--- src/logic/core_pkg.sv ---
// shared RV32I types; enum encodings follow the funct3 fields so the decoder can cast them directly
package core_pkg;

  typedef logic [31:0] word_t;
  typedef logic [4:0] reg_idx_t;

  // major opcodes kept by the core
  typedef enum logic [6:0] {
    opc_lui    = 7'b0110111,
    opc_auipc  = 7'b0010111,
    opc_jal    = 7'b1101111,
    opc_jalr   = 7'b1100111,
    opc_branch = 7'b1100011,
    opc_load   = 7'b0000011,
    opc_store  = 7'b0100011,
    opc_op_imm = 7'b0010011,
    opc_op     = 7'b0110011
  } opcode_t;

  // funct3 order, sub and sra come from a separate sub_arith bit
  typedef enum logic [2:0] {
    alu_add  = 3'b000,
    alu_sll  = 3'b001,
    alu_slt  = 3'b010,
    alu_sltu = 3'b011,
    alu_xor  = 3'b100,
    alu_srl  = 3'b101,
    alu_or   = 3'b110,
    alu_and  = 3'b111
  } alu_op_t;

  typedef enum logic [2:0] {
    br_beq  = 3'b000,
    br_bne  = 3'b001,
    br_blt  = 3'b100,
    br_bge  = 3'b101,
    br_bltu = 3'b110,
    br_bgeu = 3'b111
  } branch_op_t;

  // low two bits of the load/store funct3
  typedef enum logic [1:0] {
    mem_byte = 2'b00,
    mem_half = 2'b01,
    mem_word = 2'b10
  } mem_width_t;

  typedef enum logic [1:0] {
    a_rs1  = 2'b00,
    a_pc   = 2'b01,
    a_zero = 2'b10
  } alu_a_sel_t;

  typedef enum logic {
    b_rs2 = 1'b0,
    b_imm = 1'b1
  } alu_b_sel_t;

  typedef enum logic [1:0] {
    wb_alu       = 2'b00,
    wb_dmem      = 2'b01,
    wb_pc_plus_4 = 2'b10
  } wb_sel_t;

endpackage
--- src/logic/branch_logic.sv ---
// branch condition unit; a jump is always taken and reserved branch codes never are
`timescale 1ns/1ps

module branch_logic (
  input  core_pkg::word_t      a,
  input  core_pkg::word_t      b,
  input  logic                 branch_instr,
  input  logic                 branch_always,
  input  core_pkg::branch_op_t op,
  output logic                 take
);
  import core_pkg::*;

  logic cond;

  always_comb begin
    case (op)
      br_beq:  cond = a == b;
      br_bne:  cond = a != b;
      br_blt:  cond = $signed(a) < $signed(b);
      br_bge:  cond = $signed(a) >= $signed(b);
      br_bltu: cond = a < b;
      br_bgeu: cond = a >= b;
      default: cond = 1'b0;
    endcase
  end

  // jal and jalr ignore the compare
  assign take = branch_always || (branch_instr && cond);

endmodule

--- config.mk ---
export PLATFORM = sky130hd
export DESIGN_NAME = branch_logic
export DESIGN_NICKNAME = d
export VERILOG_FILES = /design/src/logic/core_pkg.sv /design/src/logic/branch_logic.sv
export SDC_FILE = /design/constraint.sdc
export NUM_CORES = 1
export LEC_CHECK = 0
export BUFFER_PORTS_ARGS = -buffer_cell sky130_fd_sc_hd__buf_2
export CORE_UTILIZATION = 40
export DETAILED_ROUTE_END_ITERATION = 10
export PLACE_DENSITY = 0.8
export SLEW_MARGIN = 0
export SYNTH_ARGS = -nofsm -noshare
export SYNTH_HDL_FRONTEND = slang
export SYNTH_SLANG_ARGS = --single-unit
export TNS_END_PERCENT = 100
--- constraint.sdc ---
create_clock -name vclk -period 2.98
set_input_delay 0.447 -clock vclk [all_inputs]
set_output_delay 0.447 -clock vclk [all_outputs]
set_load 0.05 [all_outputs]
==> run metrics <==
Net Switching=0.0001030 W; Clock power frac=0%; ratio of cells with drive above 1 in the final layout=52.11%; metal3 WL=~150 um; Synth Net Count=234; Tmin final=3.082 ns; Die W=50.53 um; Cells after Synth=roughly 130; endpoints failing setup=1; number of fill cells in the layout=~210; total track usage=21.05%; via/cell ratio=4.946; Mapped Area=942.2 sq um; Routed met2 length=1408 um; final WL=about 2600 um; switch share=46.96%; crit start category=input port; register share of total power=0%; sequential share of the synthesized area=0%; Post-Syn Area per Cell=7.084 sq um; WS Path Type=input port to output port; status=complete, but fails checks; DR top layer=met4; total grt overflow=0; wl on met1=1015 um; Critical Path RT=roughly 2.5 ns; Die H=50.53 um; Crit. End Element=output port; min setup slack post-route=-0.1022 ns; Layout area overhead=71.71%; IO Port Bufs=70; Synth Warn #=0; starting density of the core=42.59%; first-pass GRT wire length=4395 um; die area=2553 sq um; Total Power=0.0002194 W; max-cap violation count=0; Final Max Tran Viols=0; GP Congestion=0.8046; register area=0 sq um; RSZ-0062 raised after global routing=yes; synth unique cells=28; hold_ws=1.400 ns; hpwl dp=2323 um; WL/cell=about 11 um; worst rel slew slack=about four fifths; maximum vdd drop=0.07726 mV; Gate power share=100.0%; remaining routing DRC violations=0; Initial DRT Pass Iterations=4; post-route ant nets=0; 1st-iter DRT viols=5; Final Hold Fails=0; worst hold path class=input port to output port; clock buf count=0; number of global-route vias before repair=1241; IO Count=70; initial antenna violation count=0; core area=2212 sq um; Seq Cell Count=0; pin count of the biggest net entering global routing=8; crit path max fanout=3; Cell Int Power=0.0001164 W; failing checks=negative setup slack; Worst Path Arrival=between 2 and 3 ns; site row count=17; fmax=0.3244 GHz; ant diodes=0; Layout Nets=around 320; leakage power=0.9015 nW; fin crit share=103.4%; Power Density=135.6 nW/um^2; Via Count=around 1200; Worst Tran Pin Value=approximately 0.32 ns
## worst paths after layout
kind / startpoint / end / slack, ns / cells past startpoint
max: b[10] / take / -0.10 / 11
min: op[1] / take / 1.40 / 4
## per-stage QoR
step | cell area, sq um | worst slack (ns) | TNS (ns) | instances | utilization, %
6_report | 1618 | -0.1022 | -0.1022 | 241 | 73.13
5_1_grt | 1618 | -0.2003 | -0.2003 | 241 | 73.13
4_1_cts | 1612 | -0.1028 | -0.1028 | 241 | 72.85
3_5_place_dp | 1516 | -0.2936 | -0.2936 | 239 | 68.55
3_3_place_gp | 1516 | -0.2512 | -0.2512 | 239 | 68.55
2_1_floorplan | 1071 | -0.08335 | -0.08335 | 133 | -
## critical path: stages
cell	delay, ns
buf_6	0.10
inv_4	0.05
ha_4	0.19
nand4_1	0.17
nor2_1	0.06
a221o_1	0.32
o31a_1	0.29
or2_4	0.25
mux2_4	0.31
a221oi_4	0.25
buf_6	0.19
## per-layer routing
metal	global-route usage, %	vias up
li1	-	630
met1	20.97	518
met2	46.00	42
met4	3.704	0
met3	1.212	2
met5	0	-
## area by class of cell
class | instances | area (sq um) | area share [%]
Tap cell | 28 | 35.03 | 2.166
Multi-Input combinational cell | 99 | 983.4 | 60.79
Timing Repair Buffer | 80 | 456.7 | 28.23
Inverter | 34 | 142.6 | 8.817
## synthesized netlist by cell type, drive strengths merged
cell type | instances | area (sq um)
inv | 34 | 127.6
ha | 32 | 400.4
a21oi | 14 | 73.82
nand2 | 9 | 41.29
nand4 | 6 | 37.54
nand3 | 5 | 25.02
o21ai | 5 | 25.02
nor2 | 4 | 15.01
nor3 | 3 | 15.01
nor4 | 3 | 18.77
a21boi | 2 | 15.02
a221oi | 2 | 30.03
nor2b | 2 | 12.51
a211o | 1 | 8.760
a21o | 1 | 7.510
a221o | 1 | 10.01
a22oi | 1 | 7.510
a31oi | 1 | 6.260
and4 | 1 | 8.760
mux2 | 1 | 15.01
nand3b | 1 | 7.510
o211ai | 1 | 7.510
o31a | 1 | 8.760
or2 | 1 | 8.760
xor2 | 1 | 8.760
## timing repair
item                       4_1_cts  5_1_grt
hold buffers                     0        0
setup buffers                    2        0
resized for setup               16        1
setup endpoints to repair        1        1
pin swaps                       12        2
## placed cells by master (no fill, tap or decap), drive strengths merged
| cell | netlist | final |
|---|---|---|
| nand4 | 6 | 6 |
| a221oi | 2 | 2 |
| ha | 32 | 32 |
| nand2 | 9 | 9 |
| nor2b | 2 | 2 |
| buf | 0 | 80 |
| a22oi | 1 | 1 |
| mux2 | 1 | 1 |
| nand3 | 5 | 5 |
| or2 | 1 | 1 |
| nor3 | 3 | 3 |
| a21o | 1 | 1 |
| nor4 | 3 | 3 |
| and4 | 1 | 1 |
| a31oi | 1 | 1 |
| a21boi | 2 | 2 |
| o31a | 1 | 1 |
| a21oi | 14 | 14 |
| a211o | 1 | 1 |
| o211ai | 1 | 1 |
| o21ai | 5 | 5 |
| xor2 | 1 | 1 |
| nand3b | 1 | 1 |
| a221o | 1 | 1 |
| nor2 | 4 | 4 |
| inv | 34 | 34 |
## logic make-up after synthesis
kind of cell / after synthesis / share of synthesized area, %
multiplexers: 1 / 1.593
AO/OA/AOI/OAI: 30 / 21.25
adder cells (fa/ha/maj): 32 / 42.50
XOR/XNOR: 1 / 0.9298
AND/OR/NAND/NOR: 35 / 20.19
buffers and inverters: 34 / 13.55
## power groups by stage
stage | combinational, W | sequential [W] | clock [W]
floorplan | 0.000118 | 0 | 0
global placement | 0.000194 | 0 | 0
detailed placement | 0.000205 | 0 | 0
CTS | 0.000220 | 0 | 0
global route | 0.000248 | 0 | 0
finish | 0.000219 | 0 | 0
Note: power is estimated with default switching activity, not from simulation.
