$ cat config.mk
export PLATFORM = sky130hd
export DESIGN_NAME = decoder
export DESIGN_NICKNAME = d
export VERILOG_FILES = /design/src/logic/core_pkg.sv /design/src/logic/decoder.sv
export SDC_FILE = /design/constraint.sdc
export NUM_CORES = 1
export LEC_CHECK = 0
export ABC_AREA = 1
export BUFFER_PORTS_ARGS = -buffer_cell sky130_fd_sc_hd__buf_2
export CAP_MARGIN = 20
export CORE_MARGIN = 2
export CORE_UTILIZATION = 48
export DETAILED_ROUTE_END_ITERATION = 8
export GPL_TIMING_DRIVEN = 0
export PLACE_DENSITY = 0.91
export RECOVER_POWER = 100
export REMOVE_ABC_BUFFERS = 1
export SYNTH_ARGS = -nofsm -noshare
export SYNTH_HDL_FRONTEND = slang
export SYNTH_SLANG_ARGS = --single-unit
$ cat constraint.sdc
create_clock -name vclk -period 2.95
set_input_delay 0.295 -clock vclk [all_inputs]
set_output_delay 0.295 -clock vclk [all_outputs]
set_load 0.03 [all_outputs]
$ cat src/logic/core_pkg.sv
// shared RV32I types; enum encodings follow the funct3 fields so the decoder can cast them directly
package core_pkg;

  typedef logic [31:0] word_t;
  typedef logic [4:0] reg_idx_t;

  // major opcodes kept by the core
  typedef enum logic [6:0] {
    opc_lui    = 7'b0110111,
    opc_auipc  = 7'b0010111,
    opc_jal    = 7'b1101111,
    opc_jalr   = 7'b1100111,
    opc_branch = 7'b1100011,
    opc_load   = 7'b0000011,
    opc_store  = 7'b0100011,
    opc_op_imm = 7'b0010011,
    opc_op     = 7'b0110011
  } opcode_t;

  // funct3 order, sub and sra come from a separate sub_arith bit
  typedef enum logic [2:0] {
    alu_add  = 3'b000,
    alu_sll  = 3'b001,
    alu_slt  = 3'b010,
    alu_sltu = 3'b011,
    alu_xor  = 3'b100,
    alu_srl  = 3'b101,
    alu_or   = 3'b110,
    alu_and  = 3'b111
  } alu_op_t;

  typedef enum logic [2:0] {
    br_beq  = 3'b000,
    br_bne  = 3'b001,
    br_blt  = 3'b100,
    br_bge  = 3'b101,
    br_bltu = 3'b110,
    br_bgeu = 3'b111
  } branch_op_t;

  // low two bits of the load/store funct3
  typedef enum logic [1:0] {
    mem_byte = 2'b00,
    mem_half = 2'b01,
    mem_word = 2'b10
  } mem_width_t;

  typedef enum logic [1:0] {
    a_rs1  = 2'b00,
    a_pc   = 2'b01,
    a_zero = 2'b10
  } alu_a_sel_t;

  typedef enum logic {
    b_rs2 = 1'b0,
    b_imm = 1'b1
  } alu_b_sel_t;

  typedef enum logic [1:0] {
    wb_alu       = 2'b00,
    wb_dmem      = 2'b01,
    wb_pc_plus_4 = 2'b10
  } wb_sel_t;

endpackage
$ cat src/logic/decoder.sv
// RV32I decoder for the kept subset; any other encoding becomes a no-op that writes nothing
`timescale 1ns/1ps

module decoder (
  input  core_pkg::word_t      instr,
  output core_pkg::reg_idx_t   rs1,
  output core_pkg::reg_idx_t   rs2,
  output core_pkg::reg_idx_t   rd,
  output core_pkg::word_t      imm,
  output core_pkg::alu_op_t    alu_op,
  output logic                 sub_arith,
  output core_pkg::alu_a_sel_t alu_a_sel,
  output core_pkg::alu_b_sel_t alu_b_sel,
  output logic                 branch_instr,
  output logic                 branch_always,
  output core_pkg::branch_op_t branch_op,
  output logic                 dmem_write_enable,
  output logic                 dmem_sign_extend,
  output core_pkg::mem_width_t dmem_width,
  output logic                 mem_access,
  output core_pkg::wb_sel_t    wb_sel,
  output logic                 wb_write_enable
);
  import core_pkg::*;

  opcode_t    opcode;
  logic [2:0] funct3;
  logic       funct7_b5;
  word_t      imm_i;
  word_t      imm_s;
  word_t      imm_b;
  word_t      imm_u;
  word_t      imm_j;

  assign opcode    = opcode_t'(instr[6:0]);
  assign funct3    = instr[14:12];
  assign funct7_b5 = instr[30];
  assign rs1       = instr[19:15];
  assign rs2       = instr[24:20];

  // immediate formats, all sign extended from bit 31
  assign imm_i = {{20{instr[31]}}, instr[31:20]};
  assign imm_s = {{20{instr[31]}}, instr[31:25], instr[11:7]};
  assign imm_b = {{19{instr[31]}}, instr[31], instr[7], instr[30:25], instr[11:8], 1'b0};
  assign imm_u = {instr[31:12], 12'b0};
  assign imm_j = {{11{instr[31]}}, instr[31], instr[19:12], instr[20], instr[30:21], 1'b0};

  // no write means no destination
  assign rd = wb_write_enable ? instr[11:7] : '0;

  always_comb begin
    imm               = '0;
    alu_op            = alu_add;
    sub_arith         = 1'b0;
    alu_a_sel         = a_rs1;
    alu_b_sel         = b_rs2;
    branch_instr      = 1'b0;
    branch_always     = 1'b0;
    branch_op         = br_beq;
    dmem_write_enable = 1'b0;
    dmem_sign_extend  = 1'b0;
    dmem_width        = mem_word;
    mem_access        = 1'b0;
    wb_sel            = wb_alu;
    wb_write_enable   = 1'b0;

    case (opcode)
      opc_op: begin
        alu_op          = alu_op_t'(funct3);
        sub_arith       = funct7_b5;
        wb_write_enable = 1'b1;
      end
      opc_op_imm: begin
        imm             = imm_i;
        alu_b_sel       = b_imm;
        alu_op          = alu_op_t'(funct3);
        // only srai uses funct7, addi has no subtract form
        sub_arith       = (funct3 == 3'b101) && funct7_b5;
        wb_write_enable = 1'b1;
      end
      opc_lui: begin
        imm             = imm_u;
        alu_a_sel       = a_zero;
        alu_b_sel       = b_imm;
        wb_write_enable = 1'b1;
      end
      opc_auipc: begin
        imm             = imm_u;
        alu_a_sel       = a_pc;
        alu_b_sel       = b_imm;
        wb_write_enable = 1'b1;
      end
      opc_jal: begin
        imm             = imm_j;
        alu_a_sel       = a_pc;
        alu_b_sel       = b_imm;
        branch_always   = 1'b1;
        wb_sel          = wb_pc_plus_4;
        wb_write_enable = 1'b1;
      end
      opc_jalr: begin
        imm             = imm_i;
        alu_b_sel       = b_imm;
        branch_always   = 1'b1;
        wb_sel          = wb_pc_plus_4;
        wb_write_enable = 1'b1;
      end
      opc_branch: begin
        imm       = imm_b;
        alu_a_sel = a_pc;
        alu_b_sel = b_imm;
        branch_op = branch_op_t'(funct3);
        // funct3 010 and 011 are reserved
        branch_instr = (funct3[2:1] != 2'b01);
      end
      opc_load: begin
        // lb lh lw lbu lhu only
        if (funct3[1:0] != 2'b11 && funct3[2:1] != 2'b11) begin
          imm              = imm_i;
          alu_b_sel        = b_imm;
          mem_access       = 1'b1;
          dmem_width       = mem_width_t'(funct3[1:0]);
          dmem_sign_extend = !funct3[2];
          wb_sel           = wb_dmem;
          wb_write_enable  = 1'b1;
        end
      end
      opc_store: begin
        if (!funct3[2] && funct3[1:0] != 2'b11) begin
          imm               = imm_s;
          alu_b_sel         = b_imm;
          mem_access        = 1'b1;
          dmem_width        = mem_width_t'(funct3[1:0]);
          dmem_write_enable = 1'b1;
        end
      end
      default: begin
      end
    endcase
  end

endmodule

==> flow_summary.ini <==
[run_status]
status = complete, but fails checks
violations = DRC

[setup_path]
crit_buf_inv = 3
cp_data_required_time_ns = 2.65
cp-start-kind = input pin
cp_max_fo = 9
cp_slowest_cell = nor2_1
crit_type = input pin to primary output
path_cells = buf_2, nor2_2, nand2_4, nor2_1, inv_1, nand2_1, nand2_1, nand2_1, buf_2
worst_ep_arrival_time_ns = 2.22
cp_top_family = simple AND/OR/NAND/NOR gates
end_kind = primary output
path_common_cell = nand2_1
slowest_delay_ns = 0.64

[floorplanning]
die-area_sq_mm = 0.003457
die_w_microns = 58.80
core_sq_mm = 0.002805
die_h_microns = 58.80
start_util_pct = 51.38
num_rows = 19
io-pin-count = 99

[synthesis]
synth_adder_area_share_pct = 0
synth_mux_area_share_pct = 0
synth_top_family_by_area = simple AND/OR/NAND/NOR gates
synth_cell_types = 25
mappedNetlistArea_sq_mm = 0.001441
synth_top_area_share_pct = 16.67
synth_compound_area_share_pct = 14.50
synthTopCellsByArea = nand3_2 (17%), nand2_1 (17%), inv_1 (10%)
yosys.area_share.simple_pct = 63.28
synth-xor-area-share_pct = 0
yosys.area.top_type = nand3_2
yosysSeqAreaShare_pct = 0
yosys_warnings = 0
postSynthAreaPerCell_sq_um = 5.789
synth_cells = 249

[routing]
wire_per_inst_microns = 12.00
drc_errors = 9
vias = 1840
drt_first_pass_iters = 7
drt_wl_total_microns = 4356
ant_nets = 0
via_per_inst = 5.069
drtIter0Drc = 94

[global_routing]
overflow = 0
grt_pass1_vias = 1529
grt_usage_pct = 22.97
grt_max_degree = 21
grt_pass1_wl_microns = 6534
antenna_found_initial = 0

[placement]
dp_hpwl_microns = 3462
gp_congestion = 0.8639
portBuffers = 99

[power_and_ir_drop]
powerDensity_mw_per_mm2 = 90.49
irDropWorstVdd_v = 0.00005145
total_power_uw = 153.6
p_leak_nw = 1.179

[finish]
diodes = 0
regArea_sq_um = 0
nets = 366
layout-drive-gt1-share_pct = 28.92
layout_common_cells = nand2_1 (68), buf_2 (50), clkbuf_1 (49)
final_common_cell = nand2_1
seq_cell_count = 0
area_growth_syn_to_layout_pct = 17.80
clkbuf_count = 0

[sta]
slew_viol_final = 0
setup_viol = 0
slew_headroom_pct = 41.87
rsz0062_at_grt = no
final-hold-violation-count = 0
setup_tns_ns = 0
tightest_slew_ns = 0.8710
min_period_over_period_pct = 85.35
fmax_ghz = 0.3972
period_minus_slack_ns = 2.518

[flow_run]
cap_violations = 0

[clock_network]
post_cts_buffers = 0
holdBufCountCts = 0
cts_resized = 0

[min_path]
hold_class = input pin to primary output
-- where the power goes --
| group | internal (mW) | leakage (nW) | switching [mW] |
|---|---|---|---|
| combinational | 0.0442 | 1.18 | 0.109 |
| sequential | 0 | 0 | 0 |
| clock | 0 | 0 | 0 |
-- worst paths after layout --
| kind | startpoint | end | slack (ns) | cells past startpoint |
|---|---|---|---|---|
| worst max-delay path | instr[3] | imm[3] | 0.43 | 9 |
| worst min-delay path | instr[18] | rs1[3] | 0.89 | 2 |
-- synthesized netlist by cell type (2+ instances only) --
master and count:
nand3_1 20, a21boi_2 4, buf_6 6, nor2_4 3, o211ai_1 2, buf_4 10
inv_2 5, nor2_1 27, inv_1 40, o21bai_1 6, nor3_1 2, o21ai_0 11
nand2_1 64, nor2_8 3, nand2_4 3, nand3_2 24, nand2_2 11
-- cell families (layout without fill, tap and decap cells) --
group | after synthesis | count (layout)
AO/OA/AOI/OAI | 28 | 28
buffers and inverters | 62 | 145
AND/OR/NAND/NOR | 159 | 159
-- cell type report --
type | instances | area [sq um]
fillers | 320 | 1107
inverters | 46 | 177.7
multi-input cells | 187 | 1047
well taps | 31 | 38.79
repair buffers | 99 | 434.2
-- per-layer routing --
| metal | part of all wire [%] | up-vias | track usage, % |
|---|---|---|---|
| li1 | - | 936 | - |
| met1 | 40 | 811 | 27.51 |
| met2 | 50 | 93 | 46.35 |
| met3 | 10 | 0 | 1.319 |
| met4 | 0 | 0 | 0.6494 |
| met5 | 0 | - | 0 |
-- stage by stage --
step / hold slack (ns) / std cells / utilization [%] / cell area, sq um / setup WS (ns)
after floorplan: 0.5900 / 233 / - / 1299 / 0.9834
after global placement: 0.8561 / 363 / 65.34 / 1833 / 0.6715
after detailed placement: 0.8585 / 363 / 65.34 / 1833 / 0.6519
after CTS: 0.8580 / 363 / 65.34 / 1833 / 0.6499
after global routing: 0.9007 / 363 / 60.53 / 1698 / 0.3149
final: 0.8937 / 363 / 60.53 / 1698 / 0.4323
Power figures use the tool's default switching activity.
