`config.mk`:
```
export PLATFORM = sky130hd
export DESIGN_NAME = alu
export DESIGN_NICKNAME = d
export VERILOG_FILES = /design/src/logic/core_pkg.sv /design/src/logic/alu.sv
export SDC_FILE = /design/constraint.sdc
export NUM_CORES = 1
export LEC_CHECK = 0
export ABC_AREA = 1
export BUFFER_PORTS_ARGS = -buffer_cell sky130_fd_sc_hd__buf_2
export CORE_MARGIN = 8
export CORE_UTILIZATION = 45
export DETAILED_ROUTE_END_ITERATION = 8
export PLACE_DENSITY_LB_ADDON = 0.15
export SYNTH_ARGS = -nofsm -noshare
export SYNTH_HDL_FRONTEND = slang
export SYNTH_SLANG_ARGS = --single-unit
```
`constraint.sdc`:
```
create_clock -name vclk -period 2.2
set_input_delay 0.11 -clock vclk [all_inputs]
set_output_delay 0.11 -clock vclk [all_outputs]
set_load 0.01 [all_outputs]
```
`src/logic/core_pkg.sv`:
```
// shared RV32I types; enum encodings follow the funct3 fields so the decoder can cast them directly
package core_pkg;

  typedef logic [31:0] word_t;
  typedef logic [4:0] reg_idx_t;

  // major opcodes kept by the core
  typedef enum logic [6:0] {
    opc_lui    = 7'b0110111,
    opc_auipc  = 7'b0010111,
    opc_jal    = 7'b1101111,
    opc_jalr   = 7'b1100111,
    opc_branch = 7'b1100011,
    opc_load   = 7'b0000011,
    opc_store  = 7'b0100011,
    opc_op_imm = 7'b0010011,
    opc_op     = 7'b0110011
  } opcode_t;

  // funct3 order, sub and sra come from a separate sub_arith bit
  typedef enum logic [2:0] {
    alu_add  = 3'b000,
    alu_sll  = 3'b001,
    alu_slt  = 3'b010,
    alu_sltu = 3'b011,
    alu_xor  = 3'b100,
    alu_srl  = 3'b101,
    alu_or   = 3'b110,
    alu_and  = 3'b111
  } alu_op_t;

  typedef enum logic [2:0] {
    br_beq  = 3'b000,
    br_bne  = 3'b001,
    br_blt  = 3'b100,
    br_bge  = 3'b101,
    br_bltu = 3'b110,
    br_bgeu = 3'b111
  } branch_op_t;

  // low two bits of the load/store funct3
  typedef enum logic [1:0] {
    mem_byte = 2'b00,
    mem_half = 2'b01,
    mem_word = 2'b10
  } mem_width_t;

  typedef enum logic [1:0] {
    a_rs1  = 2'b00,
    a_pc   = 2'b01,
    a_zero = 2'b10
  } alu_a_sel_t;

  typedef enum logic {
    b_rs2 = 1'b0,
    b_imm = 1'b1
  } alu_b_sel_t;

  typedef enum logic [1:0] {
    wb_alu       = 2'b00,
    wb_dmem      = 2'b01,
    wb_pc_plus_4 = 2'b10
  } wb_sel_t;

endpackage
```
`src/logic/alu.sv`:
```
// RV32I integer ALU; shift amounts use only the low five bits of b
`timescale 1ns/1ps

module alu (
  input  core_pkg::word_t   a,
  input  core_pkg::word_t   b,
  input  core_pkg::alu_op_t op,
  input  logic              sub_arith,
  output core_pkg::word_t   res
);
  import core_pkg::*;

  logic [4:0] shamt;
  word_t      sum;
  word_t      shift_right;
  logic       lt_signed;
  logic       lt_unsigned;

  assign shamt = b[4:0];

  // add or sub
  assign sum = sub_arith ? a - b : a + b;

  // srl or sra
  assign shift_right = sub_arith ? word_t'($signed(a) >>> shamt) : a >> shamt;

  assign lt_signed   = $signed(a) < $signed(b);
  assign lt_unsigned = a < b;

  always_comb begin
    case (op)
      alu_add: begin
        res = sum;
      end
      alu_sll: begin
        res = a << shamt;
      end
      alu_slt: begin
        res = {31'b0, lt_signed};
      end
      alu_sltu: begin
        res = {31'b0, lt_unsigned};
      end
      alu_xor: begin
        res = a ^ b;
      end
      alu_srl: begin
        res = shift_right;
      end
      alu_or: begin
        res = a | b;
      end
      alu_and: begin
        res = a & b;
      end
      default: begin
        res = sum;
      end
    endcase
  end

endmodule

```
==> results_dict.tcl, run 1 <==
set metrics [dict create \
    hpwl_um 42400 \
    die_x_um 162 \
    period_share_pct 100 \
    drc_errors 0 \
    worst_pin_slew_ns 0.542 \
    coreArea_sq_mm 0.0210 \
    dr.pass1.iters 6 \
    synth_sequential_area_ratio_pct 0 \
    setup_slack_ns -0.000232 \
    worstSetupStartpoint "b[3]" \
    relSlewSlack_pct 63.9 \
    syn_nets 2164 \
    crit_end "res[11]" \
    die_h_um 162 \
    netlist_area_sq_mm 0.00963 \
    critPathRequiredTime_ns 2.09 \
    die_area_sq_mm 0.0263 \
    avgSynthCellArea_sq_um 4.82 \
    num_rows 53 \
    path_class "input port to output port" \
    synth_simple_gate_area_share_pct 53.5 \
    cts_hold_buffers 0 \
    drt-initial-drc-count 2051 \
    yosysWarnings 0 \
    setup_tns_ns -0.000232 \
    nClkBuffers 0 \
    worstPathMaxFanout 8 \
    drv_cap 0 \
    cp_slowest_cell "ha_4" \
    power.leakage_nw 7.49 \
    rsz0062_at_grt "yes" \
    grt_first_pass_wirelength_um 76500 \
    grt_max_degree 63 \
    cp.depth 15 \
    critPathTopFamily "simple AND/OR/NAND/NOR gates" \
    n_fill_cell 2162 \
    fmax_mhz 454 \
    antenna_found_initial 2 \
    drive_above_1_share_pct 29.8 \
    endpoint_kind "output port" \
    p_per_area_mw_per_mm2 272 \
    detailedPlace.worstSlack_ns -0.699 \
    nFlopsAndLatches 0 \
    via_per_inst 5.78 \
    globalRouteOverflowTotal 0 \
    drt_wl_total_um 52600 \
    muxShareOfSynthArea_pct 0.416 \
    io_pins 100 \
    synth-compound-area-share_pct 17.1 \
    drtAntennaViolNets 0 \
    ys_types 42 \
    grt_pass1_vias 13620 \
    start_util_pct 45.8 \
    port_buffers 100 \
    slowest_delay_ns 0.32 \
    hold_class "input port to output port" \
    period_minus_slack_ns 2.20 \
    ir_drop_mv 0.164 \
    final_net_count 2474 \
    grt_util_all_layers_pct 37.0 \
    synthAdderAreaFrac_pct 13.0 \
    wl_per_cell_um 20.4 \
    finalSetupViolCount 1 \
    synth_xor_area_share_pct 0.364 \
    post-route-util_pct 65.4 \
    synth_top_family_by_area "simple AND/OR/NAND/NOR gates" \
    outcome "finished, violations left" \
    seqCellArea_sq_um 0 \
    area_growth_pct 42.8 \
    antennaDiodeCount 0 \
    critical_path_buf_inv_count 4 \
    gp_congestion 1.04 \
    cp.arrival_ns 2.09 \
    finalHoldViolations 0 \
    postSynthCellCount 1997 \
    worst_setup_path_start_kind "input port" \
    violations "negative setup slack" \
    num_vias 14918 \
    path_cells "buf_2 > inv_2 > ha_4 > buf_6 > nand2_1 > nor2_1 > nand2_1 > nand2_2 > nand2_1 > nand2_1 > o21ai_2 > or2_2 > nand3_1 > nand3b_1 > buf_2" \
    drv_slew 0 \
    path_common_cell "nand2_1" \
]
what timing repair did:
action                                  in CTS  in global routing
gates cloned                                 0                  1
endpoints found under the setup margin      25                 32
pin swaps                                   13                 52
setup buffers                                9                  2
gates resized for setup                    118                280
area by class of cell:
| cell class | instances | area (sq um) | area share, % |
|---|---|---|---|
| Multi-Input combinational cell | 1627 | 9230 | 67.1 |
| Timing Repair Buffer | 411 | 3150 | 22.9 |
| Inverter | 267 | 1040 | 7.54 |
| Tap cell | 275 | 344 | 2.50 |
worst min-delay path, cell delays in order:
cell and delay (ns):
buf_2 0.18, nor2_1 0.08, nand3_2 0.06, a21oi_2 0.06, buf_2 0.14
logic make-up (layout without fill, tap and decap cells):
kind of cell,count (synthesis),in the layout
simple gates,1229,1229
buf+inv,370,678
compound gates,291,291
fa+ha+maj,99,99
xor+xnor,4,4
mux,4,4
cells in the mapped netlist (3+ instances only):
library cell | n | area share (%)
nor2_1 | 151 | 5.9
o21a_1 | 10 | 0.78
buf_6 | 3 | 0.35
buf_4 | 8 | 0.62
buf_1 | 15 | 0.58
or2_2 | 5 | 0.32
buf_2 | 45 | 2.3
o21ai_1 | 3 | 0.16
o21ai_0 | 97 | 5.0
o221ai_1 | 5 | 0.45
a21oi_1 | 115 | 6.0
xor2_1 | 4 | 0.36
o21bai_1 | 10 | 0.78
nand3b_1 | 9 | 0.70
nand4_1 | 11 | 0.71
nor3_1 | 19 | 0.99
inv_2 | 8 | 0.31
nand3_1 | 274 | 14
mux2i_1 | 4 | 0.42
nor4_1 | 4 | 0.26
a221oi_1 | 8 | 0.73
o211ai_1 | 17 | 1.3
o22ai_1 | 16 | 1.0
clkbuf_2 | 5 | 0.26
inv_1 | 258 | 10
and2_1 | 13 | 0.84
ha_1 | 97 | 13
nand2_1 | 735 | 29
a211oi_1 | 6 | 0.47
clkbuf_1 | 27 | 1.1
layer usage:
metal | share of wire, % | track usage [%]
met5 | 0.044 | 0
met4 | 7.2 | 23.1
met3 | 10 | 3.21
met2 | 42 | 56.8
met1 | 41 | 49.3
metrics by stage:
step	hold slack [ns]	cell area, sq um	power, mW	cells
6_report	0.746	13800	3.74	2580
5_1_grt	0.798	13800	3.99	2580
4_1_cts	0.758	12800	3.31	2577
3_5_place_dp	0.766	12300	3.16	2568
3_3_place_gp	0.766	12300	3.14	2568
2_1_floorplan	0.399	9650	1.74	1997
layout by cell type, fill, tap and decap left out, types with 26 or more instances in the layout:
cell and instances:
nand2_1 673, buf_4 287, nand3_1 251, inv_1 220, nor2_1 106, a21oi_1 90
buf_2 82, o21ai_0 65, ha_1 61, nand2_2 57, nor2_2 37, inv_2 33
ha_4 31, buf_6 26
worst min-delay path by stage:
stage / start / end / slack, ns / cells past startpoint
3_3_place_gp: op[0] / res[0] / 0.77 / 5
3_5_place_dp: op[0] / res[0] / 0.77 / 5
2_1_floorplan: op[0] / res[0] / 0.40 / 3
6_report: op[0] / res[0] / 0.75 / 5
4_1_cts: op[0] / res[0] / 0.76 / 5
5_1_grt: op[0] / res[0] / 0.80 / 5
report_power, final:
group          internal [mW]  total, mW  leakage, nW  switching, mW
Combinational           1.46       3.74         7.49           2.28
Clock                      0          0            0              0
Sequential                 0          0            0              0
Total                   1.46       3.74         7.49           2.28
Note: power is estimated with default switching activity, not from simulation.
==> run 2, diff against run 1 <==
- RECOVER_POWER: unset -> 100
==> run 2 against run 1 <==
  * The run still ends with negative setup slack left
  * Critical path depth stayed put
  * Sequential share of layout area stayed put
  * Combinational power hardly changed
  * Power hardly changed
  * Non-clock buffer count stayed put
  * Routed wire length hardly changed
  * Setup slack worse by 0.0083 ns
  * Cell area hardly changed
  * Global-route usage stayed put
  * Critical path type unchanged
==> results_dict.tcl, run 2 (same netlist as run 1, synthesis figures left out) <==
set metrics [dict create \
    outcome "finished, violations left" \
    violations "negative setup slack" \
    num_vias 14952 \
    fmax_mhz 453 \
    drv_cap 0 \
    final_common_cell "nand2_1" \
    relSlewSlack_pct 62.4 \
    seqPwrFrac_pct 0 \
    drtAntennaViolNets 0 \
    combPwrFrac_pct 100.0 \
    io_pins 100 \
    antenna_found_initial 2 \
    hold_class "input port to output port" \
    critical_path_buf_inv_count 4 \
    grt_max_degree 63 \
    final_net_count 2474 \
    path_cells "buf_2 > inv_2 > ha_4 > buf_6 > nand2_1 > nor2_1 > nand2_1 > nand2_2 > nand2_1 > nand2_1 > o21ai_2 > or2_2 > nand3_1 > nand3b_1 > buf_2" \
    p_int_mw 1.46 \
    port_buffers 100 \
    slowest_delay_ns 0.32 \
    nFlopsAndLatches 0 \
    grt_util_all_layers_pct 37.0 \
    die_area_sq_mm 0.0263 \
    endpoint_kind "output port" \
    start_util_pct 45.8 \
    hpwl_um 42400 \
    drive_above_1_share_pct 29.7 \
    worst_setup_path_start_kind "input port" \
    whs_path_depth 5 \
    finalHoldViolations 0 \
    drv_slew 0 \
    critPathTopFamily "simple AND/OR/NAND/NOR gates" \
    nClkBuffers 0 \
    grt_pass1_vias 13620 \
    antennaDiodeCount 0 \
    num_rows 53 \
    swShare_pct 60.9 \
    rsz0062_at_grt "yes" \
    globalRouteOverflowTotal 0 \
    detailedPlace.worstSlack_ns -0.699 \
    grt_first_pass_wirelength_um 76500 \
    p_per_area_mw_per_mm2 272 \
    switchingPower_mw 2.28 \
    worst_pin_slew_ns 0.565 \
    finalHoldWorstSlack_ns 0.749 \
    total_power_mw 3.74 \
    cp.depth 15 \
    coreArea_sq_mm 0.0210 \
    clkPwrFrac_pct 0 \
    gp_congestion 1.04 \
    period_share_pct 100 \
    wl_per_cell_um 20.4 \
    dr.pass1.iters 6 \
    path_common_cell "nand2_1" \
    die_x_um 162 \
    drt_wl_total_um 52600 \
    seqCellArea_sq_um 0 \
    cp_slowest_cell "ha_4" \
    setup_slack_ns -0.00851 \
    via_per_inst 5.80 \
    drt-initial-drc-count 2062 \
    final_cell_mix "674 x nand2_1, 286 x buf_4, 252 x nand3_1, 220 x inv_1, 106 x nor2_1" \
    dp.cells 2568 \
    area_growth_pct 42.7 \
    path_class "input port to output port" \
    ir_drop_mv 0.166 \
    setup_tns_ns -0.00851 \
    cp.arrival_ns 2.10 \
    drc_errors 0 \
    period_minus_slack_ns 2.21 \
    finalSetupViolCount 1 \
    worstPathMaxFanout 8 \
    die_h_um 162 \
    power.leakage_nw 7.48 \
    critPathRequiredTime_ns 2.09 \
    fin_cells 2580 \
]
run 2: cell types whose count changed in the layout (fill, tap and decap cells not counted), sizes merged:
cell    before  now
clkbuf       1   12
buf        410  399
run 2: worst paths after layout:
path / startpoint / to / slack [ns]
worst max-delay path: b[3] / res[11] / -0.009
worst min-delay path: op[0] / res[0] / 0.75
run 2: final cells by class:
cell class                      instances  area, sq um
Fill cell                            2166         7270
Inverter                              267         1030
Multi-Input combinational cell       1627         9220
Tap cell                              275          344
Timing Repair Buffer                  411         3150
run 2: power groups by stage:
stage | logic, mW | registers (mW) | clock network, mW
after floorplan | 1.74 | 0 | 0
after global routing | 3.99 | 0 | 0
after detailed placement | 3.16 | 0 | 0
after global placement | 3.14 | 0 | 0
final | 3.74 | 0 | 0
after CTS | 3.31 | 0 | 0
run 2: metrics by stage:
| step | util [%] | instance area (sq um) |
|---|---|---|
| final | 65.4 | 13700 |
| after detailed placement | 58.7 | 12300 |
| after global placement | 58.7 | 12300 |
| after global routing | 65.4 | 13700 |
| after CTS | 60.9 | 12800 |
| after floorplan | - | 9650 |
run 2: layer usage:
layer	up-vias	GRT usage, %	wire length (um)
met4	4	23.1	3770
met3	185	3.21	5530
met1	6701	49.3	21100
met2	1026	56.8	22200
li1	7036	-	-
met5	-	0	27
run 2: timing repair:
action,CTS,global route
setup endpoints to repair,25,32
resized for setup,118,280
cloned,0,1
buffers inserted,9,2
hold buffers,0,0
pin swaps,13,52
